<file path="src/hdl/rvviTracePkg.sv">
////////////////////////////////////////////////////////////
// RVVI trace definitions
// Word widths, register counts, CSR slot numbers and the
// watched interrupt lines of the RVFI to RVVI converter
////////////////////////////////////////////////////////////

`default_nettype none

package rvviTracePkg;

    ////////////////////////////////////////////////////////////
    // Core geometry
    ////////////////////////////////////////////////////////////

    // Data and address word
    localparam int XLen        = 32;

    // Integer register file
    localparam int NumRegs     = 32;
    localparam int RegAddrBits = 5;

    // RVFI destination register ports
    localparam int NumWritePorts = 2;

    // Retirement counter and privilege mode
    localparam int OrderBits = 64;
    localparam int ModeBits  = 2;

    ////////////////////////////////////////////////////////////
    // Traced machine CSRs
    ////////////////////////////////////////////////////////////

    localparam int NumCsr = 6;

    // Slot positions in the packed CSR buses, slot 0 lowest
    localparam int CsrSlotMstatus  = 0;
    localparam int CsrSlotMie      = 1;
    localparam int CsrSlotMtvec    = 2;
    localparam int CsrSlotMscratch = 3;
    localparam int CsrSlotMepc     = 4;
    localparam int CsrSlotMcause   = 5;

    ////////////////////////////////////////////////////////////
    // Interrupt lines
    ////////////////////////////////////////////////////////////

    // MSI, MTI, MEI and the sixteen local lines 16 to 31
    localparam logic [XLen-1:0] IrqWatchMask = 32'hFFFF_0888;

endpackage

`default_nettype wire
</file>
<file path="src/hdl/retireWriteback.sv">
////////////////////////////////////////////////////////////
// Retirement and GPR write-back
// Registers the retired instruction fields and turns the
// destination register ports into a mask and data array
////////////////////////////////////////////////////////////

`timescale 1ns/100ps
`default_nettype none

module retireWriteback #(
    parameter int NumWritePorts = 2
) (
    input  wire                                                 rvvi,
    input  wire                                                 arstN_i,
    input  wire                                                 rvfiValid_i,
    input  wire                                                 rvfiTrap_i,
    input  wire                                                 rvfiIntr_i,
    input  wire  [rvviTracePkg::OrderBits-1:0]                  rvfiOrder_i,
    input  wire  [rvviTracePkg::XLen-1:0]                       rvfiInsn_i,
    input  wire  [rvviTracePkg::ModeBits-1:0]                   rvfiMode_i,
    input  wire  [rvviTracePkg::XLen-1:0]                       rvfiPc_i,
    input  wire  [NumWritePorts-1:0][rvviTracePkg::RegAddrBits-1:0] rvfiRdAddr_i,
    input  wire  [NumWritePorts-1:0][rvviTracePkg::XLen-1:0]    rvfiRdWdata_i,
    output logic                                                rvviValid_o,
    output logic                                                rvviTrap_o,
    output logic                                                rvviIntr_o,
    output logic [rvviTracePkg::OrderBits-1:0]                  rvviOrder_o,
    output logic [rvviTracePkg::XLen-1:0]                       rvviInsn_o,
    output logic [rvviTracePkg::ModeBits-1:0]                   rvviMode_o,
    output logic [rvviTracePkg::XLen-1:0]                       rvviPc_o,
    output logic [rvviTracePkg::NumRegs-1:0]                    xWb_o,
    output logic [rvviTracePkg::NumRegs-1:0][rvviTracePkg::XLen-1:0] xWdata_o
);

    localparam int XLen    = rvviTracePkg::XLen;
    localparam int NumRegs = rvviTracePkg::NumRegs;

    // Decoded write-back of the current retirement
    logic [NumRegs-1:0]           wbNext;
    logic [NumRegs-1:0][XLen-1:0] wdataNext;

    ////////////////////////////////////////////////////////////
    // Port decode
    ////////////////////////////////////////////////////////////

    always_comb begin
        wbNext    = '0;
        wdataNext = '0;
        // Ascending walk, so the higher port overrides
        for (int p = 0; p < NumWritePorts; p++) begin
            // x0 is hardwired, never reported
            if (rvfiRdAddr_i[p] != '0) begin
                wbNext[rvfiRdAddr_i[p]]    = 1'b1;
                wdataNext[rvfiRdAddr_i[p]] = rvfiRdWdata_i[p];
            end
        end
    end

    ////////////////////////////////////////////////////////////
    // Output registers
    ////////////////////////////////////////////////////////////

    // Strobe and mask
    always_ff @(posedge rvvi or negedge arstN_i) begin
        if (!arstN_i) begin
            rvviValid_o <= 1'b0;
            xWb_o       <= '0;
        end else begin
            rvviValid_o <= rvfiValid_i;
            xWb_o       <= rvfiValid_i ? wbNext : '0;
        end
    end

    // Payload, loaded on retirement and held otherwise
    always_ff @(posedge rvvi) begin
        if (rvfiValid_i) begin
            rvviTrap_o  <= rvfiTrap_i;
            rvviIntr_o  <= rvfiIntr_i;
            rvviOrder_o <= rvfiOrder_i;
            rvviInsn_o  <= rvfiInsn_i;
            rvviMode_o  <= rvfiMode_i;
            rvviPc_o    <= rvfiPc_i;
            // Unwritten slots come out as zero
            xWdata_o    <= wdataNext;
        end
    end

endmodule

`default_nettype wire

</file>
<file path="config.mk">
export PLATFORM = sky130hd
export DESIGN_NAME = retireWriteback
export DESIGN_NICKNAME = d
export VERILOG_FILES = /design/src/hdl/rvviTracePkg.sv /design/src/hdl/retireWriteback.sv
export SDC_FILE = /design/constraint.sdc
export NUM_CORES = 2
export LEC_CHECK = 0
export BUFFER_PORTS_ARGS = -buffer_cell sky130_fd_sc_hd__buf_2
export CORE_AREA = 2 2 546 548
export CTS_BUF_LIST = sky130_fd_sc_hd__clkbuf_2
export CTS_CLUSTER_SIZE = 30
export DETAILED_ROUTE_END_ITERATION = 6
export DIE_AREA = 0 0 548 550
export PLACE_DENSITY = 0.4
export RECOVER_POWER = 100
export SLEW_MARGIN = 20
export SYNTH_ARGS = -nofsm -noshare
export SYNTH_HDL_FRONTEND = slang
export SYNTH_SLANG_ARGS = --single-unit
</file>
<file path="constraint.sdc">
create_clock -name rvvi -period 0.8 [get_ports rvvi]
set_input_delay 0.16 -clock rvvi [delete_from_list [all_inputs] [get_ports rvvi]]
set_output_delay 0.16 -clock rvvi [all_outputs]
set_load 0.05 [all_outputs]
</file>
==> reports/qor.csv <==
metric;value;unit
slowest_delay;0.52;ns
die_h;550;um
rows;200;
cts_buffers;345;
start_util;0.178;
grt_max_degree;56;
placed_cells;9655;
critPathMaxFanout;1;
drt_iter0_drc;6102;
port_buffers;1397;
io-pin-count;1398;
setup_violations;3508;
p_int;108;mW
antenna_found_initial;48;
synth_edf_count;1156;
hp-class;in2reg;
cp-start-kind;flip-flop;
fin_crit_sh;3.36;
fin_area;0.0960;mm^2
cap_violations;0;
synth.avg_cell_area;13.4;um^2
fin_cells;11100;
routed-via-count;51000;
pre_cts_ws;-1.29;ns
clk_pin_slew;0.11;ns
cts_tree;yes;
multi_input_area;0.0156;mm^2
seq_area_frac_synth;0.675;
critPathRequiredTime;0.64;ns
switching_share;0.360;
yosys_warnings;0;
worst-setup-path-type;reg2out;
synth-seq-cells;1189;
utilization;0.325;
arrival;2.52;ns
p_switching;60.5;mW
yosysUniqueCellTypes;33;
hold-worst-slack;-0.793;ns
num-fill-cells;29400;
hold_violations;350;
yosys.area.top_type_share;0.659;
routed_via_density;4.59;
clk_path_buf_depth;4;
max_slew.worst_pin.slew;1.26;ns
grt_pass1_wl;472000;um
fp.dieW;548;um
cp_cell_sequence;buf_12;
status;finished, violations left;
layout.nets;7117;
cp_top_family;flip-flops;
clkPwrFrac;0.286;
dp_hpwl;250000;um
htreeDepth;5;
drcViolationCount;0;
grt_pass1_vias;51900;
dr.pass1.iters;6;
seqPwrFrac;0.451;
fmax;0.373;GHz
vdd_drop_max;0.881;mV
syn_inst;3928;
ys_async_sr_fraction;0.0278;
cts_sinks;1189;
final_antenna_net_count;0;
synthesis.area;0.0527;mm^2
report.final.slew_viol_count;0;
power_density;1750;mW/mm^2
fin_ws;-1.88;ns
violations;hold timing, setup timing;
slew_headroom;0.158;
cpMaxStageDelayCell;edfxtp_1;
p_leak;37.0;nW
grt_usage;0.230;
routed_wl;362000;um
place_area;0.0787;mm^2
root_buffer;clkbuf_2;
core_area;0.296;mm^2
synth_common_cells;edfxtp_1, nand3_1, o31ai_1, nor2_1, mux2_2;
areaGrowthSynthToFinish;82.2;%
post_drt_wl_per_cell;32.6;um
synth.area.top_cells;edfxtp_1, o31ai_1, mux2_2;
grt-ovfl-total;0;
rsz0062_at_grt;true;
power_frac_comb;0.263;
die_area;0.301;mm^2
regArea;0.0355;mm^2
ys.flop_type;edfxtp_1;
synth.most_common_cell;edfxtp_1;
gp_congestion;0.885;
drive_above_1_share;0.453;
synth_largest_area_cell;edfxtp_1;
timing.final.crit_period;2.68;ns
end_kind;primary output;
cp_num_buf_inv;1;
==> repair_timing <==
action                                 in CTS  in global routing
endpoints found under the hold margin    2345               1011
setup buffers                               0                  1
setup endpoints to repair                1189               2371
pin swaps                                   0                  1
hold buffers                              819                 35
gates resized for setup                  1630                 68
==> area by class of cell <==
| class | instances | share of cell area |
|---|---|---|
| Multi-Input combinational cell | 2276 | 0.162 |
| Antenna cell | 18 | 0.000469 |
| Clock buffer | 497 | 0.0259 |
| Clock inverter | 91 | 0.00558 |
| Tap cell | 3939 | 0.0514 |
| Sequential cell | 1189 | 0.370 |
| Timing Repair Buffer | 3096 | 0.384 |
==> power groups by stage <==
stage | clock (mW) | sequential, mW | combinational, mW
after floorplan | 0 | 88.6 | 4.04
after global placement | 0 | 76.5 | 36.8
after detailed placement | 0 | 76.4 | 36.8
after CTS | 49.8 | 75.8 | 43.9
after global routing | 52.6 | 76.0 | 45.3
final | 48.1 | 75.8 | 44.3
==> path summary, 6_finish.rpt <==
kind,start,slack (ns),cells past startpoint,endpoint
max in group asynchronous,arstN_i,-0.35,7,xWb_o[15]
worst max-delay path,xWdata_o[918],-1.88,1,xWdata_o[918]
worst min-delay path,rvfiRdAddr_i[6],-0.79,6,xWb_o[3]
min in group asynchronous,arstN_i,0.75,7,xWb_o[7]
==> layout by cell type, fill, tap and decap left out, types with 25 or more instances in the layout <==
cell,netlist,final
edfxtp_1,1156,1156
buf_6,11,836
dlygate4sd3_1,0,783
buf_12,0,718
nand3_1,623,622
o31ai_1,608,608
buf_4,1,541
clkbuf_2,0,503
nor2_1,402,394
mux2_2,350,292
buf_2,145,191
nand3b_1,67,67
mux2_4,0,60
clkinv_1,0,55
nand2_1,42,42
dfrtp_1,33,33
conb_1,1,33
o21a_1,28,28
nand4_1,25,25
==> sequential cells by signal, indices dropped and copies added (netlist names) <==
signal	flops
rvviInsn_o	32
rvviIntr_o	1
rvviMode_o	2
rvviOrder_o	64
rvviPc_o	32
rvviTrap_o	1
rvviValid_o	1
xWb_o	32
xWdata_o	1024
==> layer usage <==
| metal | GRT usage | vias to the layer above | routed length [um] | share of wire |
|---|---|---|---|---|
| met4 | 0.107 | 16 | 18600 | 0.051 |
| li1 | - | 21300 | - | - |
| met1 | 0.277 | 25800 | 140000 | 0.39 |
| met5 | 0 | - | 121 | 0.00033 |
| met3 | 0.0575 | 699 | 31200 | 0.086 |
| met2 | 0.383 | 3191 | 172000 | 0.48 |
==> logic make-up after synthesis <==
logic type	after synthesis	synth area share
flops	1189	0.675
simple gates	1220	0.112
compound gates	639	0.0911
mux	384	0.0819
other cells	1	0.0000712
buf+inv	495	0.0404
==> through the flow <==
| stage | setup TNS, ns | total power, mW |
|---|---|---|
| after floorplan | -698.27 | 92.7 |
| after global placement | -1631.91 | 113 |
| after detailed placement | -1648.13 | 113 |
| after CTS | -2979.94 | 170 |
| after global routing | -3281.26 | 174 |
| final | -3374.51 | 168 |
(Power assumes the default switching activity.)
