[config.mk]
export PLATFORM = sky130hd
export DESIGN_NAME = netChangeDetect
export DESIGN_NICKNAME = d
export VERILOG_FILES = /design/src/hdl/rvviTracePkg.sv /design/src/hdl/netChangeDetect.sv
export SDC_FILE = /design/constraint.sdc
export NUM_CORES = 1
export LEC_CHECK = 0
export ABC_AREA = 1
export BUFFER_PORTS_ARGS = -buffer_cell sky130_fd_sc_hd__buf_2
export CAP_MARGIN = 20
export CORE_MARGIN = 4
export CORE_UTILIZATION = 45
export DETAILED_ROUTE_END_ITERATION = 16
export PLACE_DENSITY = 0.77
export SETUP_SLACK_MARGIN = 0.2
export SYNTH_ARGS = -nofsm -noshare
export SYNTH_HDL_FRONTEND = slang
export SYNTH_SLANG_ARGS = --single-unit
[constraint.sdc]
create_clock -name rvvi -period 1.53 [get_ports rvvi]
set_clock_uncertainty 0.15 [all_clocks]
set_input_delay 0.153 -clock rvvi [delete_from_list [all_inputs] [get_ports rvvi]]
set_output_delay 0.153 -clock rvvi [all_outputs]
set_load 0.02 [all_outputs]
[src/hdl/rvviTracePkg.sv]
////////////////////////////////////////////////////////////
// RVVI trace definitions
// Word widths, register counts, CSR slot numbers and the
// watched interrupt lines of the RVFI to RVVI converter
////////////////////////////////////////////////////////////

`default_nettype none

package rvviTracePkg;

    ////////////////////////////////////////////////////////////
    // Core geometry
    ////////////////////////////////////////////////////////////

    // Data and address word
    localparam int XLen        = 32;

    // Integer register file
    localparam int NumRegs     = 32;
    localparam int RegAddrBits = 5;

    // RVFI destination register ports
    localparam int NumWritePorts = 2;

    // Retirement counter and privilege mode
    localparam int OrderBits = 64;
    localparam int ModeBits  = 2;

    ////////////////////////////////////////////////////////////
    // Traced machine CSRs
    ////////////////////////////////////////////////////////////

    localparam int NumCsr = 6;

    // Slot positions in the packed CSR buses, slot 0 lowest
    localparam int CsrSlotMstatus  = 0;
    localparam int CsrSlotMie      = 1;
    localparam int CsrSlotMtvec    = 2;
    localparam int CsrSlotMscratch = 3;
    localparam int CsrSlotMepc     = 4;
    localparam int CsrSlotMcause   = 5;

    ////////////////////////////////////////////////////////////
    // Interrupt lines
    ////////////////////////////////////////////////////////////

    // MSI, MTI, MEI and the sixteen local lines 16 to 31
    localparam logic [XLen-1:0] IrqWatchMask = 32'hFFFF_0888;

endpackage

`default_nettype wire
[src/hdl/netChangeDetect.sv]
////////////////////////////////////////////////////////////
// Net change detector
// Samples the watched interrupt lines and the halt request
// and strobes once per change
////////////////////////////////////////////////////////////

`timescale 1ns/100ps
`default_nettype none

module netChangeDetect (
    input  wire                              rvvi,
    input  wire                              arstN_i,
    input  wire  [rvviTracePkg::XLen-1:0]    irq_i,
    input  wire                              debugReq_i,
    output logic                             netPush_o,
    output logic [rvviTracePkg::XLen-1:0]    irqValue_o,
    output logic                             haltReq_o,
    output logic [rvviTracePkg::XLen:0]      netChanged_o
);

    localparam int XLen = rvviTracePkg::XLen;

    // Current and previous samples
    logic [XLen-1:0] irqSample;
    logic [XLen-1:0] irqPrev;
    logic            haltSample;
    logic            haltPrev;

    // Halt request sits above the irq lines
    logic [XLen:0]   netDiff;

    assign netDiff = {haltSample ^ haltPrev, irqSample ^ irqPrev};

    always_ff @(posedge rvvi or negedge arstN_i) begin
        if (!arstN_i) begin
            irqSample    <= '0;
            irqPrev      <= '0;
            haltSample   <= 1'b0;
            haltPrev     <= 1'b0;
            netPush_o    <= 1'b0;
            irqValue_o   <= '0;
            haltReq_o    <= 1'b0;
            netChanged_o <= '0;
        end else begin
            // Unimplemented lines masked off at the sample
            irqSample    <= irq_i & rvviTracePkg::IrqWatchMask;
            haltSample   <= debugReq_i;
            irqPrev      <= irqSample;
            haltPrev     <= haltSample;
            // One strobe per sample that moved
            netPush_o    <= |netDiff;
            irqValue_o   <= irqSample;
            haltReq_o    <= haltSample;
            netChanged_o <= netDiff;
        end
    end

endmodule

`default_nettype wire

==> results of run 1 <==
## layer usage
metal | wire length [um] | GRT usage, %
met5 | 0 | 0
met4 | 19 | 5.338
met3 | 276 | 6.974
met2 | 1828 | 22.43
met1 | 1364 | 14.27
## through the flow
stage	hold slack, ps	setup slack [ps]	total power [uW]
after global placement	30.11	324.0	2160
after detailed placement	21.75	294.4	2171
after CTS	219.9	282.9	3442
final	215.6	317.6	3392
after global routing	240.0	162.4	3572
after floorplan	-292.6	342.9	2059
## cell type report
cell class              instances  area share [%]
flip-flops and latches         61           55.15
repair buffers                 85           19.80
multi-input cells              81           13.25
clock buffers                  15           6.013
inverters                      24           3.255
well taps                      52           2.351
clock inverters                 1          0.1808
## cell families after synthesis
group	after synthesis	synth area share, %
xor+xnor	12	5.048
buf+inv	50	13.70
flops	61	73.32
other cells	1	0.1801
simple gates	43	7.753
## state kept, by name (all words and copies together), names as in the netlist
| signal | cells |
|---|---|
| netChanged_o | 20 |
| haltSample | 1 |
| irqValue_o | 19 |
| irqSample | 19 |
| netPush_o | 1 |
| haltReq_o | 1 |
## synth_stat cells
master / n / area share [%]
nand2_1: 33 / 5.9
dfrtp_1: 61 / 73
inv_1: 24 / 4.3
buf_4: 26 / 9.4
xor2_1: 12 / 5.0
conb_1: 1 / 0.18
nor2_1: 10 / 1.8
## repair_timing
item,CTS,global route
hold endpoints to repair,81,0
buffers inserted,0,1
resized for setup,0,1
hold buffers,21,0
endpoints found under the setup margin,0,1
## worst max-delay path, delay by kind of cell (launching register included)
family        cells  cell delay [ps]
simple gates      7              490
flops             1              400
buf+inv           1               60
## worst paths after layout
| kind | endpoint | slack, ps | depth (start not counted) |
|---|---|---|---|
| max | netPush_o | 320 | 8 |
| min | irqValue_o[25] | 220 | 3 |
| max reg2reg | netPush_o | 320 | 8 |
| min reg2reg | irqValue_o[26] | 240 | 0 |
| max in group asynchronous | irqValue_o[31] | 760 | 3 |
| min in group rvvi | irqValue_o[26] | 240 | 0 |
## report_power, final
| part | switching (uW) | internal (uW) | leakage [uW] |
|---|---|---|---|
| Combinational | 274 | 142 | 0.000695 |
| Clock | 536 | 677 | 0.0000877 |
| Sequential | 46.4 | 1720 | 0.000705 |
| Total | 857 | 2540 | 0.00149 |
==> impl_metrics.yaml, run 1 <==
final_layout:
  mostFrequentLayoutCell: "buf_2"
  design_area_mm2: 0.002768
  diodes: 0
  layout_common_cells: "buf_2 (62), dfrtp_1 (61), nand2_1 (33)"
  nets: 297
  multi_input_area_um2: 366.6
  fin_util_pct: 62.70
  regArea_mm2: 0.001526
  synthToLayoutAreaGrowth_pct: 32.93
  stdcell_count: 319
  drive_gt1_share_pct: 28.84
  fill_cells: 373
min_path:
  holdCritPathClass: "input pin to async pin"
floorplan:
  fp.dieArea_mm2: 0.005779
  core-area_mm2: 0.004414
  die_y_um: 76.02
  io_pins: 102
  start_util_pct: 47.17
  placementRows: 24
  die_w_um: 76.02
placement:
  place_hpwl_mm: 2.476
  numPortBuffers: 62
  gp_congestion: 0.7178
  place_inst: 281
  dpl_cell_area_mm2: 0.002376
power_and_ir_drop:
  powerDensity_mw_per_mm2: 1226
  power_leakage_uw: 0.001488
  peakVddDrop_mv: 0.6536
critical_path:
  cp_slowest_cell: "dfrtp_1"
  critPathRequiredTime_ps: 1580
  r2r_start: "irqValue_o[18]"
  crit_fanout: 3
  worst_path_most_repeated_cell: "nand2_1"
  critical-path-max-stage-delay_ps: 400
  startpoint: "irqValue_o[18]"
  crit_path_cell_trace: "inv_1 > nand2_1 > nand2_1 > nand2_1 > nor2_2 > nand2_1 > nor2_1 > nand2_1"
  worstPathArrival_ps: 1270
  critPathLaunchType: "flip-flop"
  end_kind: "flip-flop"
  worstSetupPathType: "flip-flop to flip-flop"
route:
  wl_per_cell_um: 10.93
  vias: 1241
  drt_first_pass_iters: 2
  route.detailed.drc: 0
  viasPerCell: 3.890
  drtIter0Drc: 54
  final_antenna_net_count: 0
  drt-total-wl_mm: 3.488
global_routing:
  gr-total-overflow: 0
  grtUsageTotal_pct: 13.45
  grt_pass1_wl_mm: 6.009
  grt_pass1_vias: 1282
  antenna_found_initial: 0
  grt_max_degree: 62
clock_network:
  clock_path_buffers: 2
  root_buffer: "clkbuf_8"
  htree_levels: 3
  cts.sinks: 61
  tritoncts: "yes"
  path_clk_slew_ps: 60
  insertion_delay_ps: 320
  cts_made_buffers: 9
yosys:
  synth_cells: 167
  synth-seq-cells: 61
  syn_avg_cell_area_um2: 12.47
  ys_warn_count: 0
  synth.distinct_cells: 7
  ys_seq_area_share_pct: 73.32
  syn_area_mm2: 0.002082
sta:
  max_freq_mhz: 824.8
  fin_crit_sh_pct: 79.24
  min_period_ps: 1212
  setup_tns_ps: 0
  hold_violations: 0
  rsz0062_at_grt: "true"
  setup_viol: 0
  drv_slew: 0
status:
  outcome: "finished clean"
run:
  cap_viol_max_count: 0
Power figures use the tool's default switching activity.
==> run 2: changes to the inputs <==
--- a/config.mk
+++ b/config.mk
@@ -5,13 +5,13 @@
 export SDC_FILE = /design/constraint.sdc
 export NUM_CORES = 1
 export LEC_CHECK = 0
-export ABC_AREA = 1
+export ABC_AREA = 0
 export BUFFER_PORTS_ARGS = -buffer_cell sky130_fd_sc_hd__buf_2
 export CAP_MARGIN = 20
 export CORE_MARGIN = 4
-export CORE_UTILIZATION = 45
+export CORE_UTILIZATION = 39
 export DETAILED_ROUTE_END_ITERATION = 16
-export PLACE_DENSITY = 0.77
+export PLACE_DENSITY = 0.72
 export SETUP_SLACK_MARGIN = 0.2
 export SYNTH_ARGS = -nofsm -noshare
 export SYNTH_HDL_FRONTEND = slang
==> constraint.sdc (replaced) <==
create_clock -name rvvi -period 1.1 [get_ports rvvi]
set_clock_uncertainty 0.15 [all_clocks]
set_input_delay 0.11 -clock rvvi [delete_from_list [all_inputs] [get_ports rvvi]]
set_output_delay 0.11 -clock rvvi [all_outputs]
set_load 0.02 [all_outputs]
==> impl_metrics.yaml, run 2 <==
status:
  outcome: "complete, but fails checks"
  violations: "negative setup slack"
critical_path:
  worstPathArrival_ps: 1490
  end_kind: "flip-flop"
  critPathRequiredTime_ps: 1160
  critical-path-max-stage-delay_ps: 410
  r2r_start: "irqValue_o[20]"
  r2r_end: "netPush_o"
  r2r_slack_ps: -330
  crit_path_cell_trace: "xor2_1 > nor4_1 > nand3_1 > nand3b_1"
  cp_num_buf_inv: 0
  reg2reg_depth: 4
  cp_slowest_cell: "dfrtp_2"
  crit_fanout: 2
  critPathLaunchType: "flip-flop"
  cp_top_family: "simple AND/OR/NAND/NOR gates"
  worstSetupPathType: "flip-flop to flip-flop"
  path_depth: 4
sta:
  rsz0062_at_grt: "true"
  setup_tns_ps: -1912
  finalWorstSetupSlack_ps: -328.6
  setup_viol: 23
  min_period_ps: 1429
  fin_crit_sh_pct: 129.9
  hold_violations: 0
  drv_slew: 0
  max_freq_mhz: 700.0
placement:
  gp_congestion: 0.7218
  numPortBuffers: 62
  place_hpwl_mm: 2.365
  place_inst: 249
  pre_cts_ws_ps: -367.6
floorplan:
  die_w_um: 78.61
  start_util_pct: 40.63
  fp.dieArea_mm2: 0.006180
  die_y_um: 78.61
  core-area_mm2: 0.004786
  io_pins: 102
  placementRows: 25
route:
  drt-total-wl_mm: 3.894
  drtIter0Drc: 64
  viasPerCell: 3.990
  final_antenna_net_count: 0
  vias: 1165
  route.detailed.drc: 0
  drt_first_pass_iters: 5
  wl_per_cell_um: 13.34
clock_network:
  root_buffer: "clkbuf_8"
  cts_made_buffers: 9
  path_clk_slew_ps: 60
  tritoncts: "yes"
  clock_path_buffers: 2
  htree_levels: 3
  insertion_delay_ps: 320
  cts.sinks: 61
yosys:
  synth_common_cells: "dfrtp_1 (61), buf_4 (26), xor2_1 (20)"
  syn_area_mm2: 0.001944
  yosys.area.top_type: "dfrtp_1"
  synth-seq-cells: 61
  synth_edf_count: 0
  synth_cells: 115
  ys.flop_type: "dfrtp_1"
  synth_top_area_share_pct: 78.51
  synth.distinct_cells: 7
  ys_seq_area_share_pct: 78.51
  ys_top_cells_by_area: "dfrtp_1 (79%), buf_4 (10%), xor2_1 (9.0%)"
  yosysMostFrequentCell: "dfrtp_1"
  syn_avg_cell_area_um2: 16.91
  ys_warn_count: 0
  async_flop_share_pct: 100.0
final_layout:
  largest_reg_flops: 20
  layout_common_cells: "buf_6 (48), dfrtp_1 (42), conb_1 (26)"
  max_flop_register: "netChanged_o"
  regArea_mm2: 0.001550
  diodes: 0
  multi_input_area_um2: 395.4
  stdcell_count: 292
  reg.largest.list: "netChanged_o x20, irqSample x19, irqValue_o x19"
  mostFrequentLayoutCell: "buf_6"
  fill_cells: 337
  nets: 255
  synthToLayoutAreaGrowth_pct: 60.81
  drive_gt1_share_pct: 52.89
power_and_ir_drop:
  power_leakage_uw: 0.001467
  powerDensity_mw_per_mm2: 1657
  peakVddDrop_mv: 1.015
global_routing:
  grt_pass1_wl_mm: 6.182
  antenna_found_initial: 0
  grt_max_degree: 62
  grt_pass1_vias: 1208
  grtUsageTotal_pct: 13.82
  gr-total-overflow: 0
run:
  cap_viol_max_count: 0
min_path:
  holdCritPathClass: "input pin to async pin"
==> run 2: cell count changes after synthesis <==
cell	delta
nor2_1	-10
nand2_1	-33
xor2_1	+8
inv_1	-24
nand3_1	+1
nand3b_1	+1
nor4_1	+5
==> run 2: where the power goes <==
part / switching (uW) / internal (uW)
combinational: 400 / 369
sequential: 106 / 2400
clock: 812 / 1090
total: 1320 / 3860
==> run 2: worst reg2reg max path, delay by kind of cell, from the launching register on <==
family / cells / cell delay, ps
xor+xnor: 1 / 170
flops: 1 / 410
simple gates: 3 / 580
==> run 2: kinds of logic after synthesis <==
| logic type | synth area share, % |
|---|---|
| flip-flops | 78.51 |
| AND/OR/NAND/NOR | 2.252 |
| XOR/XNOR | 9.009 |
| buffers and inverters | 10.04 |
| other | 0.1929 |
==> run 2: worst max path at each step <==
stage | startpoint | end | slack (ps)
2_1_floorplan | irqValue_o[31] | netPush_o | -270
3_5_place_dp | irqSample[31] | netPush_o | -370
5_1_grt | irqSample[31] | netPush_o | -390
6_report | irqValue_o[20] | netPush_o | -330
4_1_cts | irqValue_o[24] | netPush_o | -320
3_3_place_gp | irqSample[31] | netPush_o | -390
==> run 2: final cells by class <==
class                   count  share of cell area, %
clock buffers              11                  4.522
clock inverters             5                  1.601
multi-input cells          53                  12.65
flip-flops and latches     61                  49.58
well taps                  67                  2.681
repair buffers             95                  28.97
==> run 2: per-stage QoR <==
step / util, % / hold WS, ps / instance area, um^2 / total power, uW
floorplan: - / -335.6 / 2062 / 2862
global placement: 48.44 / -14.08 / 2318 / 3031
detailed placement: 48.44 / -4.934 / 2318 / 3039
CTS: 62.38 / 170.5 / 2985 / 5173
global route: 65.33 / 196.8 / 3127 / 5422
finish: 65.33 / 172.3 / 3127 / 5180
==> run 2: metal layers <==
metal	global-route usage, %	vias up	part of all wire (%)	wire length [um]
li1	-	521	-	-
met1	15.98	570	38	1495
met2	21.14	66	49	1889
met3	6.995	8	11	442
met4	6.818	0	1.7	66
met5	0	-	0	0
==> run 2: timing repair <==
item / CTS / global route
hold buffers: 21 / 0
endpoints found under the setup margin: 43 / 52
pin swaps: 4 / 4
resized for setup: 81 / 19
hold endpoints to repair: 81 / 0
buffers inserted: 0 / 6
==> run 3: changes to the inputs <==
--- a/config.mk
+++ b/config.mk
@@ -6,12 +6,13 @@
 export NUM_CORES = 1
 export LEC_CHECK = 0
 export ABC_AREA = 0
-export BUFFER_PORTS_ARGS = -buffer_cell sky130_fd_sc_hd__buf_2
 export CAP_MARGIN = 20
 export CORE_MARGIN = 4
-export CORE_UTILIZATION = 39
+export CORE_UTILIZATION = 55
+export CTS_BUF_LIST = sky130_fd_sc_hd__clkbuf_2 sky130_fd_sc_hd__clkbuf_4 sky130_fd_sc_hd__clkbuf_8
 export DETAILED_ROUTE_END_ITERATION = 16
-export PLACE_DENSITY = 0.72
+export DONT_BUFFER_PORTS = 1
+export PLACE_DENSITY = 0.71
 export SETUP_SLACK_MARGIN = 0.2
 export SYNTH_ARGS = -nofsm -noshare
 export SYNTH_HDL_FRONTEND = slang
==> impl_metrics.yaml, run 3 (synthesized netlist as in run 2, its figures left out) <==
clock_network:
  root_buffer: "clkbuf_4"
  clock_path_buffers: 2
  path_clk_slew_ps: 100
  tritoncts: "yes"
  cts-hold-fix-buffers: 20
  htree_levels: 3
  cts_made_buffers: 9
  cts.sinks: 61
  insertion_delay_ps: 390
final_layout:
  diodes: 0
  max_flop_register: "netChanged_o"
  multi_input_area_um2: 426.7
  synthToLayoutAreaGrowth_pct: 43.82
  reg.largest.list: "netChanged_o x20, irqSample x19, irqValue_o x19"
  layout_common_cells: "dfrtp_2 (36), buf_6 (29), conb_1 (26)"
  drive_gt1_share_pct: 55.61
  largest_reg_flops: 20
  nets: 217
  fill_cells: 166
  mostFrequentLayoutCell: "dfrtp_2"
  regArea_mm2: 0.001572
sta:
  drv_slew: 0
  setup_tns_ps: -4074
  fin_crit_sh_pct: 151.5
  finalWorstSetupSlack_ps: -566.1
  max_freq_mhz: 600.2
  min_period_ps: 1666
  hold_violations: 61
  setup_viol: 33
  rsz0062_at_grt: "true"
  worst_hold_slack_ps: -746.3
critical_path:
  crit_path_cell_trace: "xor2_1 > nor4_2 > buf_4 > nand3_1 > nand3b_1"
  r2r_end: "netPush_o"
  crit_path_end: "netPush_o"
  critPathRequiredTime_ps: 1220
  worstSetupPathType: "flip-flop to flip-flop"
  reg2reg_depth: 5
  worstPathArrival_ps: 1790
  critPathLaunchType: "flip-flop"
  r2r_start: "irqValue_o[31]"
  critical-path-max-stage-delay_ps: 430
  startpoint: "irqValue_o[31]"
  crit_fanout: 2
  end_kind: "flip-flop"
  cp_slowest_cell: "dfrtp_2"
  r2r_slack_ps: -570
global_routing:
  antenna_found_initial: 0
  grt_pass1_wl_mm: 5.361
  grt_pass1_vias: 1070
  grt-busiest-layer: "met2"
  grtUsageTotal_pct: 17.59
  met1_usage_pct: 18.81
  grt_max_degree: 62
  gr-total-overflow: 0
  met3_usage_pct: 10.65
  met2_usage_pct: 27.61
min_path:
  holdCritPathClass: "input pin to async pin"
floorplan:
  fp.dieArea_mm2: 0.004550
  placementRows: 21
  core-area_mm2: 0.003363
  die_y_um: 67.46
  start_util_pct: 57.81
  io_pins: 102
  die_w_um: 67.46
placement:
  gp_congestion: 0.6404
  numPortBuffers: 0
power_and_ir_drop:
  power_leakage_uw: 0.001251
  peakVddDrop_mv: 1.337
  power.total_uw: 4699
  powerDensity_mw_per_mm2: 1680
status:
  violations: "negative hold slack, negative setup slack"
  outcome: "complete, but fails checks"
route:
  drt_first_pass_iters: 5
  final_antenna_net_count: 0
  route.detailed.drc: 0
  wl_per_cell_um: 16.50
  drt-total-wl_mm: 3.845
  vias: 1036
  viasPerCell: 4.446
  drtIter0Drc: 37
run:
  cap_viol_max_count: 0
## run 3: changes by cell type in the layout (fill, tap and decap cells not counted), sizes merged
cell / delta
buf: -37
clkbuf: +1
dlygate4sd3: -1
clkinv: -1
## run 3: critical path, delay by kind of cell, from the launching register on
| family | cells | cell delay, ps |
|---|---|---|
| and+or+nand+nor | 3 | 620 |
| DFF | 1 | 430 |
| xor gates and xnor gates | 1 | 180 |
| buffers and inverters | 1 | 170 |
## run 3: worst min path at each step
stage             from  depth (start not counted)               end  slack (ps)
2_1_floorplan  arstN_i                          0         haltReq_o        -340
3_3_place_gp   arstN_i                          0  netChanged_o[27]        -330
3_5_place_dp   arstN_i                          0  netChanged_o[30]        -330
4_1_cts        arstN_i                          0  netChanged_o[16]        -760
5_1_grt        arstN_i                          0  netChanged_o[20]        -800
6_report       arstN_i                          0  netChanged_o[28]        -750
## run 3: cell type report
cell class	instances	share of cell area (%)
clock buffers	12	3.893
clock inverters	4	1.611
repair buffers	57	20.98
multi-input cells	53	15.26
well taps	46	2.058
flip-flops and latches	61	56.20
## run 3: report_power, final
group | internal (uW) | switching (uW)
registers | 2410 | 209
clock network | 869 | 765
logic | 217 | 229
total | 3500 | 1200
## run 3: metal layers
metal,wire (um),vias to the layer above
met1,1319,524
met5,0,-
li1,-,435
met3,453,8
met4,75,0
met2,1997,69
## run 3: repair_timing
action / 4_1_cts / 5_1_grt
pin swaps: 1 / 8
gates resized for setup: 33 / 28
hold endpoints to repair: 81 / 61
setup buffers: 1 / 7
endpoints found under the setup margin: 44 / 57
## run 3: metrics by stage
stage | cells | hold slack, ps | cell area (um^2) | util (%) | setup WS, ps
after global placement | 189 | -334.4 | 2142 | 63.69 | -400.3
after CTS | 226 | -763.0 | 2608 | 77.53 | -403.7
after floorplan | 140 | -335.6 | 2062 | - | -268.2
after detailed placement | 189 | -334.6 | 2142 | 63.69 | -425.2
after global routing | 233 | -802.5 | 2796 | 83.15 | -607.0
final | 233 | -746.3 | 2796 | 83.15 | -566.1
