<file path="config.mk">
export PLATFORM = sky130hd
export DESIGN_NAME = csrMerge
export DESIGN_NICKNAME = d
export VERILOG_FILES = /design/src/hdl/rvviTracePkg.sv /design/src/hdl/csrMerge.sv
export SDC_FILE = /design/constraint.sdc
export NUM_CORES = 1
export LEC_CHECK = 0
export ABC_AREA = 1
export BUFFER_PORTS_ARGS = -buffer_cell sky130_fd_sc_hd__buf_2
export CORE_AREA = 3 3 299 301
export CTS_BUF_LIST = sky130_fd_sc_hd__clkbuf_4 sky130_fd_sc_hd__clkbuf_8
export DETAILED_ROUTE_END_ITERATION = 16
export DIE_AREA = 0 0 302 304
export PLACE_DENSITY = 0.34
export SKIP_LAST_GASP = 1
export SLEW_MARGIN = 25
export SYNTH_ARGS = -nofsm -noshare
export SYNTH_HDL_FRONTEND = slang
export SYNTH_SLANG_ARGS = --single-unit
</file>
<file path="constraint.sdc">
create_clock -name rvvi -period 3.1 [get_ports rvvi]
set_input_delay 0.62 -clock rvvi [delete_from_list [all_inputs] [get_ports rvvi]]
set_output_delay 0.62 -clock rvvi [all_outputs]
set_load 0.01 [all_outputs]
</file>
<file path="src/hdl/rvviTracePkg.sv">
////////////////////////////////////////////////////////////
// RVVI trace definitions
// Word widths, register counts, CSR slot numbers and the
// watched interrupt lines of the RVFI to RVVI converter
////////////////////////////////////////////////////////////

`default_nettype none

package rvviTracePkg;

    ////////////////////////////////////////////////////////////
    // Core geometry
    ////////////////////////////////////////////////////////////

    // Data and address word
    localparam int XLen        = 32;

    // Integer register file
    localparam int NumRegs     = 32;
    localparam int RegAddrBits = 5;

    // RVFI destination register ports
    localparam int NumWritePorts = 2;

    // Retirement counter and privilege mode
    localparam int OrderBits = 64;
    localparam int ModeBits  = 2;

    ////////////////////////////////////////////////////////////
    // Traced machine CSRs
    ////////////////////////////////////////////////////////////

    localparam int NumCsr = 6;

    // Slot positions in the packed CSR buses, slot 0 lowest
    localparam int CsrSlotMstatus  = 0;
    localparam int CsrSlotMie      = 1;
    localparam int CsrSlotMtvec    = 2;
    localparam int CsrSlotMscratch = 3;
    localparam int CsrSlotMepc     = 4;
    localparam int CsrSlotMcause   = 5;

    ////////////////////////////////////////////////////////////
    // Interrupt lines
    ////////////////////////////////////////////////////////////

    // MSI, MTI, MEI and the sixteen local lines 16 to 31
    localparam logic [XLen-1:0] IrqWatchMask = 32'hFFFF_0888;

endpackage

`default_nettype wire
</file>
<file path="src/hdl/csrMerge.sv">
////////////////////////////////////////////////////////////
// CSR merge
// Builds each traced CSR from written and unwritten bits
// and flags the slots whose value moved on retirement
////////////////////////////////////////////////////////////

`timescale 1ns/100ps
`default_nettype none

module csrMerge #(
    parameter int NumCsr = 6
) (
    input  wire                                            rvvi,
    input  wire                                            arstN_i,
    input  wire                                            rvfiValid_i,
    input  wire  [NumCsr-1:0][rvviTracePkg::XLen-1:0]      csrRdata_i,
    input  wire  [NumCsr-1:0][rvviTracePkg::XLen-1:0]      csrWdata_i,
    input  wire  [NumCsr-1:0][rvviTracePkg::XLen-1:0]      csrWmask_i,
    output logic [NumCsr-1:0][rvviTracePkg::XLen-1:0]      csrValue_o,
    output logic [NumCsr-1:0]                              csrWb_o
);

    localparam int XLen = rvviTracePkg::XLen;

    // Merged value per slot
    logic [NumCsr-1:0][XLen-1:0] mergedValue;
    // Slot differs from last reported value
    logic [NumCsr-1:0]           slotChanged;

    ////////////////////////////////////////////////////////////
    // Merge
    ////////////////////////////////////////////////////////////

    always_comb begin
        for (int s = 0; s < NumCsr; s++) begin
            // Written bits from wdata, the rest from rdata
            mergedValue[s] = (csrWdata_i[s] & csrWmask_i[s])
                           | (csrRdata_i[s] & ~csrWmask_i[s]);
            // Compare against the stored copy
            slotChanged[s] = (mergedValue[s] != csrValue_o[s]);
        end
    end

    ////////////////////////////////////////////////////////////
    // Stored values and write-back flags
    ////////////////////////////////////////////////////////////

    always_ff @(posedge rvvi or negedge arstN_i) begin
        if (!arstN_i) begin
            csrValue_o <= '0;
            csrWb_o    <= '0;
        end else if (rvfiValid_i) begin
            // Capture on retirement only
            csrValue_o <= mergedValue;
            csrWb_o    <= slotChanged;
        end else begin
            // Flags live for the output strobe cycle
            csrWb_o <= '0;
        end
    end

endmodule

`default_nettype wire

</file>
==> flow_metrics.tcl, run 1 <==
set metrics [dict create \
    worst_pin_slew_ns 0.950 \
    worstReg2RegEnd "csrWb_o[2]" \
    path_cells "inv_1 -> nand3_1 -> nand2_1 -> nor2_1 -> nand2_1 -> nor2_1 -> nand2_1 -> nor2_1 -> nor2_1" \
    postRouteAntennaNets 0 \
    start_util_pct 16.6 \
    power.total_uw 7390 \
    core_area_um2 86900 \
    fmax_ghz 0.457 \
    fin_setup_tns_ns 0 \
    worstPathMaxFanout 3 \
    timing.setup.critical_path_class "flop to flop" \
    syn_nets 3070 \
    ff2ff_setup_slack_ns 0.91 \
    grt_usage_pct 14.0 \
    nets 3834 \
    die_area_um2 91800 \
    cts_made_buffers 17 \
    hold_viol_final 0 \
    grt_pass1_vias 16200 \
    insertion_delay_ns 0.57 \
    fin_crit_sh_pct 70.6 \
    yosys.area_share.simple_pct 43.7 \
    synth_fa_ha_area_share_pct 0 \
    rows 108 \
    clock_skew_ns 0.0167 \
    grt_max_degree 118 \
    crit_required_ns 3.56 \
    synth_cells 2491 \
    post_cts_buffers 0 \
    peakVddDrop_uv 301 \
    synth_cell_types 14 \
    yosys_warnings 0 \
    vias 16400 \
    clk_pin_slew_ns 0.12 \
    powerDensity_nw_per_um2 369 \
    drt-total-wl_mm 65.6 \
    drive_gt1_share_pct 25.0 \
    final_common_cell "nand2_1" \
    crit_arrival_ns 2.65 \
    p_leak_uw 0.0126 \
    synth_compound_area_share_pct 6.88 \
    start_kind "flop" \
    drt_iter0_markers 673 \
    cts_max_level 4 \
    grt_pass1_wl_mm 96.1 \
    die_h_um 304 \
    wire_per_inst_um 14.8 \
    cts_sinks 198 \
    reg2reg_from "csrValue_o[75]" \
    synth_top_family_by_area "simple AND/OR/NAND/NOR gates" \
    rr_worst_depth 9 \
    rsz0062_at_grt "no" \
    end_kind "flop" \
    die_w_um 302 \
    ys_seq_elements 198 \
    via_per_inst 3.70 \
    clk_path_buf_depth 2 \
    ctsResizeCount 0 \
    seq_area_frac_synth_pct 34.4 \
    synth_xor_xnor_area_share_pct 0 \
    finalMaxSlewViolations 0 \
    setup_violations 0 \
    dr.pass1.iters 5 \
    muxShareOfSynthArea_pct 0 \
    place.gp.congestion 0.802 \
    drcViolationCount 0 \
    hold_class "input port to flop" \
    dp_hpwl_mm 55.8 \
    crit_slowest_cell "nor2_1" \
    synth_area_um2 14400 \
    antenna_found_initial 26 \
    relSlewSlack_pct 36.4 \
    timing.critical_path.mode_cell "nor2_1" \
    crit_end "csrWb_o[2]" \
    io_pins 777 \
    numPortBuffers 776 \
    cts_tree "yes" \
    synth.avg_cell_area_um2 5.78 \
    maxCapViolations 0 \
    run_status "finished, final reports clean" \
    layout_common_cells "1,188 x nand2_1, 774 x buf_2, 498 x inv_1, 198 x dfrtp_1, 170 x o21ai_0" \
    areaGrowthSynthToFinish_pct 39.1 \
    grt_overflow 0 \
    cp_slowest_stage_delay_ns 0.78 \
    cts-root-buf "clkbuf_8" \
    cts_hold_buf 1 \
    critPathLaunch "csrValue_o[75]" \
    period_needed_ns 2.19 \
]
[report_power, final]
| group | internal, uW | leakage (uW) | total [uW] | switching (uW) |
|---|---|---|---|---|
| Clock | 732 | 0.000188 | 1870 | 1140 |
| Sequential | 2850 | 0.00241 | 3090 | 244 |
| Combinational | 963 | 0.00996 | 2430 | 1470 |
| Total | 4540 | 0.0126 | 7390 | 2850 |
[cell type report]
cell class | count | area (um2)
diodes | 6 | 15.0
clock buffers | 18 | 241
clock inverters | 13 | 146
fillers | 10100 | 66900
inverters | 499 | 1880
multi-input cells | 1752 | 7280
flip-flops and latches | 198 | 4950
well taps | 1155 | 1450
repair buffers | 787 | 4080
[worst min-delay path by stage]
stage | start | to | slack, ns | cells after the start
after floorplan | arstN_i | csrValue_o[0] | 0.32 | 0
after global placement | csrValue_o[186] | csrValue_o[186] | 0.51 | 2
after detailed placement | csrValue_o[61] | csrValue_o[61] | 0.51 | 2
after CTS | csrWmask_i[105] | csrValue_o[105] | 0.23 | 4
after global routing | csrWmask_i[65] | csrValue_o[65] | 0.32 | 4
final | csrWmask_i[105] | csrValue_o[105] | 0.37 | 4
[synth_stat cells]
master / count / share of area, %
buf_2: 11 / 0.38
dfrtp_1: 198 / 34
nor2_1: 144 / 3.8
o21ai_1: 28 / 0.97
o21ai_0: 170 / 5.9
inv_1: 498 / 13
nand3b_1: 72 / 3.8
inv_2: 1 / 0.026
buf_6: 14 / 1.1
clkbuf_2: 5 / 0.17
nand3_1: 150 / 5.2
clkbuf_1: 11 / 0.29
nand2_1: 1188 / 31
buf_8: 1 / 0.10
[through the flow]
stage	worst slack (ns)	utilization, %	instances	hold slack, ns	area (um2)
finish	0.911	23.1	4428	0.366	20000
global route	0.903	23.0	4424	0.322	20000
CTS	0.915	23.0	4422	0.228	20000
detailed placement	0.534	22.6	4390	0.508	19600
global placement	0.488	22.6	4390	0.514	19600
floorplan	1.75	-	2491	0.324	14400
[cell families after synthesis]
logic type	Yosys count
AO/OA/AOI/OAI	198
buffers and inverters	541
flip-flops	198
AND/OR/NAND/NOR	1554
[flip-flops by register name (all words and copies together) (netlist names)]
| signal | count |
|---|---|
| csrValue_o | 192 |
| csrWb_o | 6 |
[critical path: cells and delay by family (launching register included)]
kind          cells  cell delay, ns
simple gates      8            1.58
flops             1            0.41
buf+inv           1            0.07
[metal layers]
| metal | vias to the layer above | part of all wire (%) | global-route usage [%] |
|---|---|---|---|
| met4 | 28 | 1.1 | 2.51 |
| li1 | 8930 | - | - |
| met3 | 62 | 8.3 | 4.82 |
| met5 | - | 0.30 | 0 |
| met2 | 515 | 49 | 25.2 |
| met1 | 6868 | 41 | 16.0 |
No activity file was read; power rests on OpenSTA's default activity.
==> run 2: changes to the inputs <==
--- a/config.mk
+++ b/config.mk
@@ -5,13 +5,13 @@
 export SDC_FILE = /design/constraint.sdc
 export NUM_CORES = 1
 export LEC_CHECK = 0
-export ABC_AREA = 1
+export ABC_AREA = 0
 export BUFFER_PORTS_ARGS = -buffer_cell sky130_fd_sc_hd__buf_2
-export CORE_AREA = 3 3 299 301
+export CORE_AREA = 3 3 301 303
 export CTS_BUF_LIST = sky130_fd_sc_hd__clkbuf_4 sky130_fd_sc_hd__clkbuf_8
 export DETAILED_ROUTE_END_ITERATION = 16
-export DIE_AREA = 0 0 302 304
-export PLACE_DENSITY = 0.34
+export DIE_AREA = 0 0 304 306
+export PLACE_DENSITY = 0.3
 export SKIP_LAST_GASP = 1
 export SLEW_MARGIN = 25
 export SYNTH_ARGS = -nofsm -noshare
==> constraint.sdc (replaced) <==
create_clock -name rvvi -period 1.8 [get_ports rvvi]
set_input_delay 0.36 -clock rvvi [delete_from_list [all_inputs] [get_ports rvvi]]
set_output_delay 0.36 -clock rvvi [all_outputs]
set_load 0.01 [all_outputs]
==> run 2 against run 1 <==
  * Non-clock buffer count is 88 higher
  * Die area is 1.3% higher
  * Via count fell by 33%
  * First-iteration DRC count shrank 39%
  * Global-route usage down 2.6 points
  * Clock power grew 72%
  * Clock skew increased by 0.0092 ns
  * Maximum frequency is 26% higher
  * Synthesized cell count fell by 57%
  * Synthesized area shrank 25%
  * Sequential power up 73%
  * Largest cell class unchanged
  * Highest routed layer unchanged
==> flow_metrics.tcl, run 2 <==
set metrics [dict create \
    run_status "finished, final reports clean" \
    die_h_um 306 \
    cts_sinks 198 \
    hold_viol_final 0 \
    fin_crit_sh_pct 96.5 \
    drcViolationCount 0 \
    rsz0062_at_grt "no" \
    netlist_top_cells_count "198 x dfrtp_1, 192 x a21oi_1, 192 x mux2i_1, 192 x nor2_1, 192 x xnor2_1" \
    antenna_found_initial 4 \
    cts_made_buffers 17 \
    power.total_uw 12600 \
    setup_violations 0 \
    die_w_um 304 \
    grt_pass1_vias 11800 \
    post_cts_buffers 0 \
    worstPathMaxFanout 3 \
    vias 11000 \
    maxCapViolations 0 \
    yosysTopAreaCell "dfrtp_1" \
    hold_end "csrValue_o[67]" \
    numPortBuffers 776 \
    crit_arrival_ns 2.19 \
    drt-total-wl_mm 54.6 \
    syn_nets 1654 \
    wire_per_inst_um 17.6 \
    yosys_warnings 0 \
    peakVddDrop_uv 458 \
    ys.flop_type "dfrtp_1" \
    ff2ff_setup_slack_ns 0.06 \
    clk_path_buf_depth 2 \
    grt_max_degree 88 \
    clock_skew_ns 0.0259 \
    cts_tree "yes" \
    grt_overflow 0 \
    start_kind "flop" \
    hp-start "rvfiValid_i" \
    areaGrowthSynthToFinish_pct 60.5 \
    synth_area_um2 10800 \
    critPathTopFamily "simple AND/OR/NAND/NOR gates" \
    start_util_pct 12.3 \
    insertion_delay_ns 0.55 \
    synth_cells 1075 \
    synth_edf_count 0 \
    crit_slowest_cell "nor4_4" \
    synthArstFlopShare_pct 100 \
    cts-root-buf "clkbuf_8" \
    final_common_cell "buf_2" \
    via_per_inst 3.53 \
    holdPathStages 2 \
    grt_pass1_wl_mm 78.4 \
    largest_register_ffs 192 \
    core_area_um2 88200 \
    drt_iter0_markers 411 \
    seq_area_frac_synth_pct 45.7 \
    rows 109 \
    ys_seq_elements 198 \
    synth.avg_cell_area_um2 10.1 \
    grt_usage_pct 11.4 \
    reg2reg_from "csrValue_o[186]" \
    synth_top_area_share_pct 45.7 \
    finalMaxSlewViolations 0 \
    dr.pass1.iters 4 \
    rr_worst_depth 5 \
    fmax_ghz 0.576 \
    place.gp.congestion 0.907 \
    io_pins 777 \
    top_register "csrValue_o" \
    cp_slowest_stage_delay_ns 0.48 \
    powerDensity_nw_per_um2 723 \
    p_leak_uw 0.00818 \
    path_cells "xnor2_1 -> nor4_4 -> buf_4 -> nand4_1 -> o21a_1" \
    dp_hpwl_mm 47.1 \
    synth_area_leaders "dfrtp_1 46%, mux2i_1 18%, xnor2_1 16%" \
    fin_area_um2 17400 \
    postRouteAntennaNets 0 \
    relSlewSlack_pct 41.4 \
    critPathBufInv 1 \
    place_area_um2 16900 \
    worstReg2RegEnd "csrWb_o[5]" \
    hold_class "input port to flop" \
    cts_max_level 4 \
    crit_required_ns 2.25 \
    synth_cell_types 10 \
    end_kind "flop" \
    die_area_um2 93000 \
    worst_pin_slew_ns 0.872 \
    timing.setup.critical_path_class "flop to flop" \
    period_needed_ns 1.74 \
    top_regs "csrValue_o: 192 flops, csrWb_o: 6 flops" \
    layout_common_cells "774 x buf_2, 198 x dfrtp_1" \
    drive_gt1_share_pct 47.0 \
    clk_pin_slew_ns 0.13 \
    nets 2505 \
    synth.most_common_cell "dfrtp_1" \
]
## run 2: cell count changes in the layout (fill, tap and decap cells not counted), moves of 12 or more
cell and change:
xnor2_1 +192, a21oi_1 +192, inv_1 -498, nor4_1 +42
nand3_1 -150, o21ai_0 -170, mux2i_1 +192, nor2_1 +48
o21ai_1 -28, nand4_1 +12, nand2_1 -1188, buf_4 +83
nand3b_1 -72
## run 2: worst max-delay path by stage
stage	from	end	slack, ns	cells past startpoint
finish	csrValue_o[186]	csrWb_o[5]	0.06	5
global route	csrValue_o[173]	csrWb_o[5]	0.00005	4
CTS	csrValue_o[186]	csrWb_o[5]	-0.14	5
detailed placement	csrRdata_i[173]	csrWb_o[5]	-1.12	7
global placement	csrRdata_i[173]	csrWb_o[5]	-1.10	7
floorplan	csrWmask_i[7]	csrWb_o[0]	0.47	5
## run 2: kinds of logic (layout without fill, tap and decap cells)
| group | count (synthesis) | after routing | share of synthesized area [%] |
|---|---|---|---|
| AOI/OAI and AO/OA | 198 | 198 | 9.29 |
| xor gates and xnor gates | 192 | 192 | 15.5 |
| buffers and inverters | 43 | 907 | 1.61 |
| DFF | 198 | 198 | 45.7 |
| muxes | 192 | 192 | 17.7 |
| other | 0 | 2 | 0 |
| and+or+nand+nor | 252 | 252 | 10.1 |
## run 2: layout make-up
class	count	area [um2]
Clock inverter	14	168
Multi-Input combinational cell	834	5760
Fill cell	9850	70800
Timing Repair Buffer	875	4800
Antenna cell	2	5.00
Clock buffer	18	248
Sequential cell	198	4950
Tap cell	1165	1460
## run 2: worst register-to-register path: stages (launching register included)
cell and delay (ns):
dfrtp_1 0.43, xnor2_1 0.19, nor4_4 0.48, buf_4 0.19
nand4_1 0.14, o21a_1 0.21
## run 2: per-stage QoR
| step | setup WS, ns | hold WS, ns | cells | TNS (ns) | utilization, % |
|---|---|---|---|---|---|
| final | 0.0639 | 0.125 | 3106 | 0 | 19.7 |
| after global routing | 0.0000466 | 0.0669 | 3104 | 0 | 19.7 |
| after CTS | -0.140 | 0.0426 | 3104 | -0.140 | 19.7 |
| after detailed placement | -1.12 | 0.343 | 3071 | -2.26 | 19.2 |
| after global placement | -1.10 | 0.343 | 3071 | -2.29 | 19.2 |
| after floorplan | 0.471 | 0.0644 | 1075 | 0 | - |
## run 2: per-layer routing
layer,GRT usage (%),routed length (um),up-vias
met2,20.8,28400,422
met4,1.87,336,2
met5,0,13,-
met1,13.2,22000,5077
li1,-,-,5449
met3,3.63,3860,19
## run 2: repair_timing
| action | in CTS | in global routing |
|---|---|---|
| resized for setup | 5 | 2 |
| endpoints found under the setup margin | 2 | 1 |
| hold endpoints to repair | 27 | 0 |
| hold buffers | 1 | 0 |
| cloned | 0 | 0 |
| pin swaps | 0 | 1 |
## run 2: report_power, final
group | leakage, uW | switching (uW) | internal, uW
clock | 0.000210 | 2010 | 1200
sequential | 0.00221 | 451 | 4910
combinational | 0.00576 | 2090 | 1920
==> run 3: changes to the inputs <==
--- a/config.mk
+++ b/config.mk
@@ -11,6 +11,7 @@
 export CTS_BUF_LIST = sky130_fd_sc_hd__clkbuf_4 sky130_fd_sc_hd__clkbuf_8
 export DETAILED_ROUTE_END_ITERATION = 16
 export DIE_AREA = 0 0 304 306
+export GPL_TIMING_DRIVEN = 0
 export PLACE_DENSITY = 0.3
 export SKIP_LAST_GASP = 1
 export SLEW_MARGIN = 25
==> run 3 against run 2 <==
  * Non-clock buffer count shrank 53
  * Clock skew shrank 0.0058 ns
  * First-iteration DRC count shrank 9.2%
  * Core utilization shrank 0.78 points
  * Critical path type unchanged
  * Critical endpoint unchanged
==> flow_metrics.tcl, run 3 (synthesis gave the netlist of run 2 again) <==
set metrics [dict create \
    run_status "finished, final reports clean" \
    cts_made_buffers 17 \
    seqPwrFrac_pct 43.7 \
    place.gp.congestion 0.901 \
    final_common_cell "buf_2" \
    p_leak_uw 0.00775 \
    worstReg2RegEnd "csrWb_o[5]" \
    crit_required_ns 2.26 \
    numPlacedInstances 3018 \
    internal_power_uw 7660 \
    place_area_um2 16300 \
    top_regs "csrValue_o: 192 flops, csrWb_o: 6 flops" \
    final_cells 3051 \
    rows 109 \
    vias 11100 \
    postRouteAntennaNets 0 \
    worstPathMaxFanout 3 \
    clock_skew_ns 0.0201 \
    dr.pass1.iters 5 \
    cts_tree "yes" \
    period_needed_ns 1.79 \
    rsz0062_at_grt "yes" \
    grt_overflow 0 \
    fin_crit_sh_pct 99.5 \
    dp_hpwl_mm 52.0 \
    drt-total-wl_mm 61.6 \
    timing.setup.critical_path_class "flop to flop" \
    wire_per_inst_um 20.2 \
    rr_worst_depth 4 \
    antenna_found_initial 7 \
    io_pins 777 \
    drt_iter0_markers 373 \
    largest_register_ffs 192 \
    combPwrFrac_pct 31.8 \
    core_area_um2 88200 \
    cts-root-buf "clkbuf_8" \
    fmax_ghz 0.558 \
    grt_usage_pct 12.8 \
    drive_gt1_share_pct 44.1 \
    crit_end "csrWb_o[5]" \
    worst_pin_slew_ns 1.04 \
    peakVddDrop_uv 462 \
    grt_pass1_wl_mm 85.8 \
    cts_max_level 4 \
    clk_pin_slew_ns 0.13 \
    crit_arrival_ns 2.25 \
    power.total_uw 12300 \
    via_per_inst 3.63 \
    cts_sinks 198 \
    hold_class "input port to flop" \
    drcViolationCount 0 \
    hold_viol_final 0 \
    end_kind "flop" \
    setup_violations 0 \
    fin_area_um2 16700 \
    areaGrowthSynthToFinish_pct 54.2 \
    p_clk_share_pct 24.6 \
    layout_common_cells "784 x buf_2, 198 x dfrtp_1, 192 x mux2i_1, 192 x nor2_1, 192 x a21oi_1" \
    die_h_um 306 \
    relSlewSlack_pct 30.4 \
    p_switching_uw 4600 \
    powerDensity_nw_per_um2 734 \
    insertion_delay_ns 0.55 \
    critPathLaunch "csrValue_o[177]" \
    die_area_um2 93000 \
    die_w_um 304 \
    nets 2452 \
    top_register "csrValue_o" \
    grt_max_degree 79 \
    post_cts_buffers 0 \
    start_kind "flop" \
    numPortBuffers 775 \
    clk_path_buf_depth 2 \
    reg2reg_from "csrValue_o[177]" \
    start_util_pct 12.3 \
    maxCapViolations 0 \
    finalMaxSlewViolations 0 \
    grt_pass1_vias 12000 \
    sw_frac_of_total_pct 37.5 \
    ff2ff_setup_slack_ns 0.009 \
]
==> run 3: worst min-delay path by stage <==
stage,from,endpoint,cells past startpoint
finish,csrRdata_i[88],csrValue_o[88],3
global route,csrWdata_i[55],csrValue_o[55],3
CTS,csrRdata_i[53],csrValue_o[53],3
detailed placement,arstN_i,csrValue_o[153],1
global placement,csrValue_o[13],csrValue_o[13],2
floorplan,arstN_i,csrValue_o[0],0
==> run 3: worst max-delay path, cell delays in order (launching register included) <==
cell and delay, ns:
dfrtp_1 0.42, xnor2_1 0.28, nor4_2 0.58, nand4_1 0.20
o21a_1 0.22
==> run 3: repair_timing <==
item,CTS,global route
endpoints found under the hold margin,66,0
pin swaps,1,2
setup endpoints to repair,2,2
gates resized for setup,7,2
hold buffers,1,0
==> run 3: power by group through the flow <==
stage | Combinational (uW) | Sequential [uW] | Clock [uW]
final | 3890 | 5350 | 3020
after global placement | 3970 | 5430 | 0
after floorplan | 1540 | 5620 | 0
after CTS | 4050 | 5360 | 3310
after global routing | 4300 | 5430 | 3400
after detailed placement | 4000 | 5450 | 0
==> run 3: per-layer routing <==
layer,share of wire (%),track usage (%)
met3,6.2,3.43
met4,1.2,2.85
met2,52,23.5
met1,40,14.8
met5,0.032,0
==> run 3: cell type report <==
cell class / instances / area (um2)
fillers: 9891 / 71500
multi-input cells: 834 / 5770
flip-flops and latches: 198 / 4950
repair buffers: 779 / 3980
well taps: 1165 / 1460
clock buffers: 18 / 248
plain buffers: 43 / 180
clock inverters: 12 / 113
diodes: 2 / 5.00
==> run 3: per-stage QoR <==
stage                     TNS (ns)  setup WS [ns]  hold slack [ns]  utilization [%]
after floorplan                  0          0.471           0.0644                -
after global placement     -819.96          -3.81            0.545             18.3
after detailed placement    -49.98          -1.10            0.391             18.4
after CTS                  -0.0147        -0.0147           0.0585             18.9
after global routing       -0.0395        -0.0395            0.101             18.9
final                            0        0.00940            0.153             18.9
